--- src/hw/interp_pkg.sv ---
// Shared widths, tap constants, MAC opcodes and the stereo RAM word for the interpolator
`default_nettype none

package interp_pkg;

    // ----------------------------------------------------------------------
    // Data path widths
    // ----------------------------------------------------------------------
    localparam int SAMPLE_W = 18;
    localparam int ACC_W    = 48;

    // ----------------------------------------------------------------------
    // Filter geometry
    // ----------------------------------------------------------------------
    // Delay line depth equals the tap count
    localparam int NUM_TAPS   = 34;
    // Pass-through phase of the halfband
    localparam int MID_TAP    = 17;
    localparam int TAP_ADDR_W = 6;

    // ----------------------------------------------------------------------
    // MAC slice opcodes
    // ----------------------------------------------------------------------
    localparam int OP_W = 2;

    // Product zero, accumulator cleared
    localparam logic [OP_W-1:0] MAC_NOP = 2'd0;
    // Load product, starts a new sum
    localparam logic [OP_W-1:0] MAC_MUL = 2'd1;
    // Add product to accumulator
    localparam logic [OP_W-1:0] MAC_ACC = 2'd2;

    // One delay-line word, seen flat by the RAM and as a pair by the sequencer
    typedef union packed {
        logic [2*SAMPLE_W-1:0] raw;
        struct packed {
            logic signed [SAMPLE_W-1:0] l;
            logic signed [SAMPLE_W-1:0] r;
        } pair;
    } stereo_word_u;

endpackage

`default_nettype wire

--- src/hw/dp_ram.sv ---
// Dual-port RAM with synchronous write and registered read, used as the delay line
`timescale 1ns/1ps
`default_nettype none

module dp_ram #(
    parameter int DATA_W = 36,
    parameter int ADDR_W = 6,
    parameter int DEPTH  = 34
) (
    input  logic              reset,
    input  logic              clk,
    input  logic              wr,
    input  logic [ADDR_W-1:0] wr_addr,
    input  logic [DATA_W-1:0] wr_data,
    input  logic              rd,
    input  logic [ADDR_W-1:0] rd_addr,
    output logic [DATA_W-1:0] rd_data
);

    logic [DATA_W-1:0] mem [DEPTH];

    always_ff @(posedge reset) begin
        if (wr) begin
            mem[wr_addr] <= wr_data;
        end
    end

    // Read port holds its word between reads
    always_ff @(posedge reset or posedge clk) begin
        if (clk) begin
            rd_data <= '0;
        end else if (rd) begin
            rd_data <= mem[rd_addr];
        end
    end

endmodule

`default_nettype wire

--- src/hw/dsp_mac.sv ---
// Two-stage signed multiply-accumulate slice controlled by a small opcode
`timescale 1ns/1ps
`default_nettype none

module dsp_mac (
    input  logic                                  reset,
    input  logic                                  clk,
    input  logic [interp_pkg::OP_W-1:0]           op,
    input  logic signed [interp_pkg::SAMPLE_W-1:0] a,
    input  logic signed [interp_pkg::SAMPLE_W-1:0] b,
    output logic signed [interp_pkg::ACC_W-1:0]    p
);

    import interp_pkg::*;

    logic [OP_W-1:0]              op_q;
    logic signed [SAMPLE_W-1:0]   a_q;
    logic signed [SAMPLE_W-1:0]   b_q;
    logic signed [2*SAMPLE_W-1:0] prod;

    // ----------------------------------------------------------------------
    // Stage 1, operand registers
    // ----------------------------------------------------------------------
    always_ff @(posedge reset or posedge clk) begin
        if (clk) begin
            op_q <= MAC_NOP;
        end else begin
            op_q <= op;
        end
    end

    always_ff @(posedge reset) begin
        a_q <= a;
        b_q <= b;
    end

    // ----------------------------------------------------------------------
    // Stage 2, product and accumulator
    // ----------------------------------------------------------------------
    assign prod = a_q * b_q;

    always_ff @(posedge reset or posedge clk) begin
        if (clk) begin
            p <= '0;
        end else begin
            case (op_q)
                MAC_MUL: p <= ACC_W'(prod);
                MAC_ACC: p <= p + ACC_W'(prod);
                // NOP and the unused code clear the sum
                default: p <= '0;
            endcase
        end
    end

endmodule

`default_nettype wire

--- src/hw/fir_interp_halfband_2x.sv ---
// Microcoded sequencer of the stereo halfband 2x interpolator with delay line control
`timescale 1ns/1ps
`default_nettype none

module fir_interp_halfband_2x (
    input  logic                                   reset,
    input  logic                                   clk,
    input  logic                                   in_valid,
    input  logic signed [interp_pkg::SAMPLE_W-1:0] in_l,
    input  logic signed [interp_pkg::SAMPLE_W-1:0] in_r,
    output logic                                   in_credit,
    output logic                                   out_valid,
    output logic signed [interp_pkg::SAMPLE_W-1:0] out_l,
    output logic signed [interp_pkg::SAMPLE_W-1:0] out_r,
    output logic                                   done,
    output logic                                   ram_wr,
    output logic [interp_pkg::TAP_ADDR_W-1:0]      ram_wr_addr,
    output interp_pkg::stereo_word_u               ram_wr_data,
    output logic                                   ram_rd,
    output logic [interp_pkg::TAP_ADDR_W-1:0]      ram_rd_addr,
    input  interp_pkg::stereo_word_u               ram_rd_data,
    output logic [interp_pkg::OP_W-1:0]            op_l,
    output logic signed [interp_pkg::SAMPLE_W-1:0] a_l,
    output logic signed [interp_pkg::SAMPLE_W-1:0] b_l,
    output logic [interp_pkg::OP_W-1:0]            op_r,
    output logic signed [interp_pkg::SAMPLE_W-1:0] a_r,
    output logic signed [interp_pkg::SAMPLE_W-1:0] b_r,
    input  logic signed [interp_pkg::ACC_W-1:0]    p_l,
    input  logic signed [interp_pkg::ACC_W-1:0]    p_r
);

    import interp_pkg::*;

    localparam int TASK_W  = 16;
    localparam int OUT_LSB = 16;
    localparam logic [TAP_ADDR_W-1:0] LAST_ADDR = TAP_ADDR_W'(NUM_TAPS - 1);
    localparam logic [3:0]            PC_WAIT   = 4'd2;

    // ----------------------------------------------------------------------
    // Task bits, one-hot, OR-ed together per program step
    // ----------------------------------------------------------------------
    localparam logic [TASK_W-1:0] T_NOP         = 16'h0000;
    localparam logic [TASK_W-1:0] T_WAIT_IN     = 16'h0001;
    localparam logic [TASK_W-1:0] T_PUSH_X      = 16'h0002;
    localparam logic [TASK_W-1:0] T_MOV_I_0     = 16'h0004;
    localparam logic [TASK_W-1:0] T_INC_I       = 16'h0008;
    localparam logic [TASK_W-1:0] T_MOV_J_HEAD  = 16'h0010;
    localparam logic [TASK_W-1:0] T_INC_J_CIRC  = 16'h0020;
    localparam logic [TASK_W-1:0] T_MAC_CI_XJ   = 16'h0040;
    localparam logic [TASK_W-1:0] T_READ_XMID   = 16'h0080;
    localparam logic [TASK_W-1:0] T_MOV_RES_AC  = 16'h0100;
    localparam logic [TASK_W-1:0] T_MOV_RES_MID = 16'h0200;
    localparam logic [TASK_W-1:0] T_REPEAT_TAPS = 16'h0400;
    localparam logic [TASK_W-1:0] T_JP_WAIT     = 16'h0800;
    localparam logic [TASK_W-1:0] T_DONE        = 16'h1000;
    localparam logic [TASK_W-1:0] T_CREDIT      = 16'h2000;

    logic [3:0]                 pc;
    logic [TASK_W-1:0]          tasks;
    logic [TAP_ADDR_W-1:0]      rpt_cnt;
    logic [TAP_ADDR_W-1:0]      rpt_max;
    logic                       rpt_busy;
    logic [TAP_ADDR_W-1:0]      i_reg;
    logic [TAP_ADDR_W-1:0]      j_reg;
    logic [TAP_ADDR_W-1:0]      head_ptr;
    logic [TAP_ADDR_W-1:0]      mid_ptr;
    logic [TAP_ADDR_W-1:0]      head_next;
    logic [TAP_ADDR_W-1:0]      mid_next;
    logic [TAP_ADDR_W-1:0]      coef_idx;
    logic signed [SAMPLE_W-1:0] ci;
    logic signed [SAMPLE_W-1:0] coef_q;
    logic [OP_W-1:0]            mac_op_q;
    stereo_word_u               in_word;

    // Task table
    always_comb begin
        case (pc)
            // Clear delay line with zeros
            4'd0:    tasks = T_REPEAT_TAPS | T_PUSH_X;
            4'd1:    tasks = T_CREDIT;
            4'd2:    tasks = T_WAIT_IN;
            4'd3:    tasks = T_PUSH_X | T_MOV_I_0 | T_MOV_J_HEAD;
            4'd4:    tasks = T_REPEAT_TAPS | T_MAC_CI_XJ | T_INC_I | T_INC_J_CIRC;
            // Drain RAM read and both MAC stages
            4'd5:    tasks = T_NOP;
            4'd6:    tasks = T_NOP;
            4'd7:    tasks = T_MOV_RES_AC | T_READ_XMID;
            4'd8:    tasks = T_MOV_RES_MID | T_DONE;
            4'd9:    tasks = T_CREDIT | T_JP_WAIT;
            default: tasks = T_JP_WAIT;
        endcase
    end

    always_ff @(posedge reset or posedge clk) begin
        if (clk) begin
            pc <= 4'd0;
        end else if (|(tasks & T_JP_WAIT)) begin
            pc <= PC_WAIT;
        end else if ((|(tasks & T_WAIT_IN) && !in_valid) ||
                     (|(tasks & T_REPEAT_TAPS) && rpt_busy)) begin
            pc <= pc;
        end else begin
            pc <= pc + 4'd1;
        end
    end

    // Repeat counter for the 34-step loops
    assign rpt_max  = |(tasks & T_REPEAT_TAPS) ? LAST_ADDR : '0;
    assign rpt_busy = (rpt_cnt != rpt_max);

    always_ff @(posedge reset or posedge clk) begin
        if (clk) begin
            rpt_cnt <= '0;
        end else if (!rpt_busy) begin
            rpt_cnt <= '0;
        end else begin
            rpt_cnt <= rpt_cnt + 1'b1;
        end
    end

    // Input pair, taken only while waiting
    always_ff @(posedge reset or posedge clk) begin
        if (clk) begin
            in_word.raw <= '0;
        end else if (|(tasks & T_WAIT_IN) && in_valid) begin
            in_word.pair.l <= in_l;
            in_word.pair.r <= in_r;
        end
    end

    // ----------------------------------------------------------------------
    // Index registers and delay line pointers
    // ----------------------------------------------------------------------
    always_ff @(posedge reset or posedge clk) begin
        if (clk) begin
            i_reg <= '0;
        end else if (|(tasks & T_MOV_I_0)) begin
            i_reg <= '0;
        end else if (|(tasks & T_INC_I)) begin
            i_reg <= i_reg + 1'b1;
        end
    end

    // j starts at the newest sample and walks towards older ones
    always_ff @(posedge reset or posedge clk) begin
        if (clk) begin
            j_reg <= '0;
        end else if (|(tasks & T_MOV_J_HEAD)) begin
            j_reg <= head_next;
        end else if (|(tasks & T_INC_J_CIRC)) begin
            j_reg <= (j_reg == LAST_ADDR) ? '0 : j_reg + 1'b1;
        end
    end

    assign head_next = (head_ptr == '0) ? LAST_ADDR : head_ptr - 1'b1;
    assign mid_next  = (mid_ptr == '0) ? LAST_ADDR : mid_ptr - 1'b1;

    // Head points at the newest sample, mid stays MID_TAP behind it
    always_ff @(posedge reset or posedge clk) begin
        if (clk) begin
            head_ptr <= '0;
            mid_ptr  <= TAP_ADDR_W'(MID_TAP);
        end else if (|(tasks & T_PUSH_X)) begin
            head_ptr <= head_next;
            mid_ptr  <= mid_next;
        end
    end

    assign ram_wr      = |(tasks & T_PUSH_X);
    assign ram_wr_addr = head_next;
    assign ram_wr_data = in_word;
    assign ram_rd      = |(tasks & (T_MAC_CI_XJ | T_READ_XMID));
    assign ram_rd_addr = |(tasks & T_READ_XMID) ? mid_ptr : j_reg;

    // ----------------------------------------------------------------------
    // Coefficients, symmetric so only half is stored
    // ----------------------------------------------------------------------
    assign coef_idx = (i_reg < TAP_ADDR_W'(NUM_TAPS / 2)) ? i_reg : LAST_ADDR - i_reg;

    always_comb begin
        case (coef_idx)
            6'd0:    ci = 18'sh00002;
            6'd1:    ci = 18'sh3FFF6;
            6'd2:    ci = 18'sh0001A;
            6'd3:    ci = 18'sh3FFC5;
            6'd4:    ci = 18'sh00071;
            6'd5:    ci = 18'sh3FF36;
            6'd6:    ci = 18'sh0014E;
            6'd7:    ci = 18'sh3FDEF;
            6'd8:    ci = 18'sh00322;
            6'd9:    ci = 18'sh3FB62;
            6'd10:   ci = 18'sh006A5;
            6'd11:   ci = 18'sh3F68B;
            6'd12:   ci = 18'sh00D71;
            6'd13:   ci = 18'sh3EC88;
            6'd14:   ci = 18'sh01DC3;
            6'd15:   ci = 18'sh3CB6A;
            6'd16:   ci = 18'sh0A263;
            default: ci = '0;
        endcase
    end

    // Opcode and coefficient delayed to meet the RAM read data
    always_ff @(posedge reset or posedge clk) begin
        if (clk) begin
            mac_op_q <= MAC_NOP;
        end else if (|(tasks & T_MAC_CI_XJ)) begin
            mac_op_q <= (i_reg == '0) ? MAC_MUL : MAC_ACC;
        end else begin
            mac_op_q <= MAC_NOP;
        end
    end

    always_ff @(posedge reset) begin
        coef_q <= ci;
    end

    assign op_l = mac_op_q;
    assign op_r = mac_op_q;
    assign a_l  = coef_q;
    assign a_r  = coef_q;
    assign b_l  = ram_rd_data.pair.l;
    assign b_r  = ram_rd_data.pair.r;

    // ----------------------------------------------------------------------
    // Results, done and credit
    // ----------------------------------------------------------------------
    always_ff @(posedge reset or posedge clk) begin
        if (clk) begin
            out_valid <= 1'b0;
            out_l     <= '0;
            out_r     <= '0;
        end else if (|(tasks & T_MOV_RES_AC)) begin
            out_valid <= 1'b1;
            out_l     <= p_l[OUT_LSB+SAMPLE_W-1:OUT_LSB];
            out_r     <= p_r[OUT_LSB+SAMPLE_W-1:OUT_LSB];
        end else if (|(tasks & T_MOV_RES_MID)) begin
            out_valid <= 1'b1;
            out_l     <= ram_rd_data.pair.l;
            out_r     <= ram_rd_data.pair.r;
        end else begin
            out_valid <= 1'b0;
            out_l     <= '0;
            out_r     <= '0;
        end
    end

    always_ff @(posedge reset or posedge clk) begin
        if (clk) begin
            done      <= 1'b0;
            in_credit <= 1'b0;
        end else begin
            done      <= |(tasks & T_DONE);
            in_credit <= |(tasks & T_CREDIT);
        end
    end

endmodule

`default_nettype wire

--- src/hw/interp_top.sv ---
// Top level of the stereo halfband 2x interpolator: sequencer, delay RAM and two MAC slices
`timescale 1ns/1ps
`default_nettype none

module interp_top #(
    parameter int RAM_DATA_W = 2 * interp_pkg::SAMPLE_W,
    parameter int RAM_ADDR_W = interp_pkg::TAP_ADDR_W,
    parameter int RAM_DEPTH  = interp_pkg::NUM_TAPS
) (
    input  logic                                   reset,
    input  logic                                   clk,
    input  logic                                   in_valid,
    input  logic signed [interp_pkg::SAMPLE_W-1:0] in_l,
    input  logic signed [interp_pkg::SAMPLE_W-1:0] in_r,
    output logic                                   in_credit,
    output logic                                   out_valid,
    output logic                                   done,
    output logic signed [interp_pkg::SAMPLE_W-1:0] out_l,
    output logic signed [interp_pkg::SAMPLE_W-1:0] out_r
);

    import interp_pkg::*;

    logic                       ram_wr;
    logic                       ram_rd;
    logic [RAM_ADDR_W-1:0]      ram_wr_addr;
    logic [RAM_ADDR_W-1:0]      ram_rd_addr;
    logic [RAM_DATA_W-1:0]      ram_wr_data;
    logic [RAM_DATA_W-1:0]      ram_rd_data;
    logic [OP_W-1:0]            op_l;
    logic [OP_W-1:0]            op_r;
    logic signed [SAMPLE_W-1:0] a_l;
    logic signed [SAMPLE_W-1:0] b_l;
    logic signed [SAMPLE_W-1:0] a_r;
    logic signed [SAMPLE_W-1:0] b_r;
    logic signed [ACC_W-1:0]    p_l;
    logic signed [ACC_W-1:0]    p_r;

    fir_interp_halfband_2x i_seq (
        .reset       (reset),
        .clk         (clk),
        .in_valid    (in_valid),
        .in_l        (in_l),
        .in_r        (in_r),
        .in_credit   (in_credit),
        .out_valid   (out_valid),
        .out_l       (out_l),
        .out_r       (out_r),
        .done        (done),
        .ram_wr      (ram_wr),
        .ram_wr_addr (ram_wr_addr),
        .ram_wr_data (ram_wr_data),
        .ram_rd      (ram_rd),
        .ram_rd_addr (ram_rd_addr),
        .ram_rd_data (ram_rd_data),
        .op_l        (op_l),
        .a_l         (a_l),
        .b_l         (b_l),
        .op_r        (op_r),
        .a_r         (a_r),
        .b_r         (b_r),
        .p_l         (p_l),
        .p_r         (p_r)
    );

    // Circular delay line, one stereo pair per word
    dp_ram #(
        .DATA_W (RAM_DATA_W),
        .ADDR_W (RAM_ADDR_W),
        .DEPTH  (RAM_DEPTH)
    ) i_delay_ram (
        .reset   (reset),
        .clk     (clk),
        .wr      (ram_wr),
        .wr_addr (ram_wr_addr),
        .wr_data (ram_wr_data),
        .rd      (ram_rd),
        .rd_addr (ram_rd_addr),
        .rd_data (ram_rd_data)
    );

    dsp_mac i_mac_l (
        .reset (reset),
        .clk   (clk),
        .op    (op_l),
        .a     (a_l),
        .b     (b_l),
        .p     (p_l)
    );

    dsp_mac i_mac_r (
        .reset (reset),
        .clk   (clk),
        .op    (op_r),
        .a     (a_r),
        .b     (b_r),
        .p     (p_r)
    );

endmodule

`default_nettype wire

--- config.mk ---
export PLATFORM = sky130hd
export DESIGN_NAME = interp_top
export DESIGN_NICKNAME = d
export VERILOG_FILES = /design/src/hw/interp_pkg.sv /design/src/hw/dp_ram.sv /design/src/hw/dsp_mac.sv /design/src/hw/fir_interp_halfband_2x.sv /design/src/hw/interp_top.sv
export SDC_FILE = /design/constraint.sdc
export NUM_CORES = 2
export LEC_CHECK = 0
export ABC_CLOCK_PERIOD_IN_PS = 9600
export BUFFER_PORTS_ARGS = -buffer_cell sky130_fd_sc_hd__buf_2
export CORE_UTILIZATION = 40
export CTS_CLUSTER_SIZE = 25
export DETAILED_ROUTE_END_ITERATION = 8
export PLACE_DENSITY = 0.54
export REMOVE_ABC_BUFFERS = 1
export SLEW_MARGIN = 5
export SYNTH_ARGS = -nofsm -noshare
export SYNTH_HDL_FRONTEND = slang
export SYNTH_SLANG_ARGS = --single-unit
--- constraint.sdc ---
create_clock -name reset -period 9.6 [get_ports reset]
set_clock_uncertainty 0.15 [all_clocks]
set_input_delay 1.92 -clock reset [delete_from_list [all_inputs] [get_ports reset]]
set_output_delay 1.92 -clock reset [all_outputs]
set_load 0.02 [all_outputs]
==> metrics.md <==
| Metric | Value |
|---|---|
| Main flop type after synthesis | `edfxtp_1` |
| Cell count after synthesis | `between 6,000 and 7,000` |
| Reg2Reg Setup Slack | `~0.41 ns` |
| Number of synthesized flops with an enable pin | `around 1,200` |
| Initial Utilization | `0.4043` |
| CTS tree | `built` |
| Final net count | `between 7,000 and 8,000` |
| CTS sink count | `between 1,500 and 2,000` |
| YS warnings | `0` |
| CTS Hold Buffers Added | `0` |
| Syn-to-layout area delta | `11.31%` |
| Die area | `roughly 0.21 mm²` |
| Die width | `approximately 460 µm` |
| Num ports | `78` |
| Slowest-stage cell, CP | `o41ai_1` |
| Final wirelength | `about 220,000 µm` |
| Worst-path fanout max | `17` |
| Final hold vios | `0` |
| Headroom to the max-slew limit | `0.1730` |
| DR pass1 iterations | `5` |
| Post-synth top area cell | `edfxtp_1` |
| Critical path's largest stage delay | `roughly 0.73 ns` |
| Async SR Flop Fraction | `0.1438` |
| Largest reg by FF count | `i_delay_ram.mem` |
| Largest net degree at the start of global routing | `~120` |
| WP data required | `10.18 ns` |
| Setup Crit Path Kind | `register to register` |
| Area after DPL | `slightly below 0.09 mm²` |
| Synth cell types | `81` |
| Worst-Skew Late Latency | `0.86 ns` |
| Clock Tree Buf Depth | `3` |
| Outcome | `finished clean` |
| Slew Viols, Final | `0` |
| # Post-CTS Setup Buffers | `0` |
| Post-synthesis sequential area ratio | `0.5238` |
| RSZ-0062 raised after global routing | `no` |
| Avg Vias per Cell | `5.383` |
| Synth Area per Inst | `about 14 µm²` |
| Hpwl dp | `133,300 µm` |
| CP dominant cell by count | `fa_1` |
| Die Ht | `roughly 460 µm` |
| Yosys top cell area share | `0.4421` |
| Total CTS buffers | `between 150 and 200` |
| Worst min path class | `register to register` |
| Buf/Inv on CP | `5` |
| GRT Util Overall | `0.2146` |
| Core box area | `0.2056 mm²` |
| DRC violation count after routing | `0` |
| Max frequency | `108.8 MHz` |
| Cell Rows | `between 150 and 200` |
| PortBufs | `between 70 and 80` |
| Via count | `roughly 48,000` |
| Setup violators final | `0` |
| CTS resizes | `0` |
| Clk root buf | `clkbuf_16` |
| Commonest non-fill, non-tap cell in the layout | `edfxtp_1` |
| Period utilisation layout | `0.9575` |
| Synth Cell Area | `between 0.08 and 0.09 mm²` |
| Share of cells above drive strength 1 | `0.1376` |
| Type of origin of the critical path | `register` |
| CTS H-tree depth | `4` |
| Worst-path clk slew | `roughly 0.070 ns` |
| Gpl congestion | `0.8860` |
| Vias in the first global route | `between 50,000 and 60,000` |
| WP data arrival | `9.78 ns` |
| Post-route cell area | `0.09255 mm²` |
| Initial antenna violation count | `3` |
| Drt wl/cell | `about 25 µm` |
| DR iter-0 viols | `~3,300` |
| Minimum clock period | `9.192 ns` |
| Worst-margin pin slew | `~1.2 ns` |
| First-pass GRT wire length | `roughly 330,000 µm` |
| Post-route ant nets | `0` |
| Max reg flops | `between 1,000 and 1,500` |
| Commonest cells after routing, fill and taps aside | `edfxtp_1 (1,224), inv_1 (745), nand2_1 (731)` |
| Worst path top cell family by delay | `adder cells` |
| Most area-consuming cells after synthesis | `edfxtp_1 (44%), fa_1 (15%), mux4_2 (7.8%), dfrtp_1 (6.5%), ha_1 (4.1%)` |
| Flops & latches, synth | `1,509` |
| Worst Setup End Kind | `register` |
| Max_cap viols | `0` |
| Global route overflow | `0` |
[worst paths after layout]
check                      cells after the start                       end               startpoint
setup / recovery                              33   i_mac_r.p[33]$_DFF_PP0_   i_mac_r.a_q[6]$_DFF_P_
hold / removal                                 0    i_mac_r.a_q[8]$_DFF_P_  i_seq.a_l[8]$_SDFF_PP0_
setup reg to reg                              33   i_mac_r.p[33]$_DFF_PP0_   i_mac_r.a_q[6]$_DFF_P_
hold reg to reg                                0    i_mac_r.a_q[8]$_DFF_P_  i_seq.a_l[8]$_SDFF_PP0_
max in group asynchronous                      3  i_seq.out_r[0]$_DFF_PP0_                      clk
min in group asynchronous                      2   i_seq.pc[0]$_DFFE_PP0P_                      clk
[through the flow]
stage                     setup slack [ns]  setup TNS [ns]  hold WS (ns)  utilization  instances
after detailed placement            0.4934               0        0.1632       0.4237       8686
after global routing               0.02495               0        0.1788       0.4500       8988
final                               0.4081               0        0.1714       0.4501       8992
after floorplan                     -24.08         -866.74        0.1596            -       5802
after global placement              0.4801               0        0.1653       0.4237       8686
after CTS                           0.5067               0        0.1700       0.4500       8988
[per-layer routing]
| layer | up-vias | track usage | part of all wire |
|---|---|---|---|
| met3 | 346 | 0.02748 | 0.043 |
| met5 | - | 0 | 0 |
| met1 | 25580 | 0.2736 | 0.41 |
| met2 | 1196 | 0.3762 | 0.51 |
| li1 | 21290 | - | - |
| met4 | 0 | 0.07274 | 0.033 |
[synthesized netlist by cell type (50+ instances only)]
master / n
mux4_2: 288
clkbuf_1: 195
and2_1: 313
mux2_2: 74
nand3_1: 100
dfxtp_1: 68
o21ai_1: 95
xnor2_1: 103
o21ai_0: 70
a31oi_1: 50
nor2_1: 183
fa_1: 616
buf_2: 53
dfrtp_1: 215
a21oi_1: 122
nand2_1: 731
inv_1: 746
ha_1: 271
and3_1: 53
edfxtp_1: 1224
[worst register-to-register path, delay by kind of cell (launching register included)]
kind                       cells  cell delay, ns
AOI/OAI and AO/OA             13            3.10
xor gates and xnor gates       1            0.16
adders and majority gates      8            3.46
buffers and inverters          5            0.55
DFF                            1            0.70
and+or+nand+nor                6            1.01
[cell type report]
cell class / count / area, µm²
Antenna cell: 4 / 10.01
Clock buffer: 202 / 4392
Clock inverter: 100 / 1023
Fill cell: 18450 / 113100
Inverter: 748 / 2815
Multi-Input combinational cell: 3545 / 36010
Sequential cell: 1509 / 43550
Tap cell: 2688 / 3363
Timing Repair Buffer: 196 / 1379
[logic make-up (layout without fill, tap and decap cells)]
| logic type | count (synthesis) | count (layout) | synth area share |
|---|---|---|---|
| and+or+nand+nor | 1513 | 1513 | 0.08470 |
| DFF | 1509 | 1509 | 0.5238 |
| buffers and inverters | 1028 | 1246 | 0.04784 |
| adders and majority gates | 887 | 887 | 0.1891 |
| AOI/OAI and AO/OA | 628 | 628 | 0.04987 |
| muxes | 372 | 372 | 0.08924 |
| xor gates and xnor gates | 145 | 145 | 0.01544 |
| other | 0 | 4 | 0 |
Power is not shown: default switching activity piles up to over one toggle a cycle in this logic, so the estimate is an artifact.
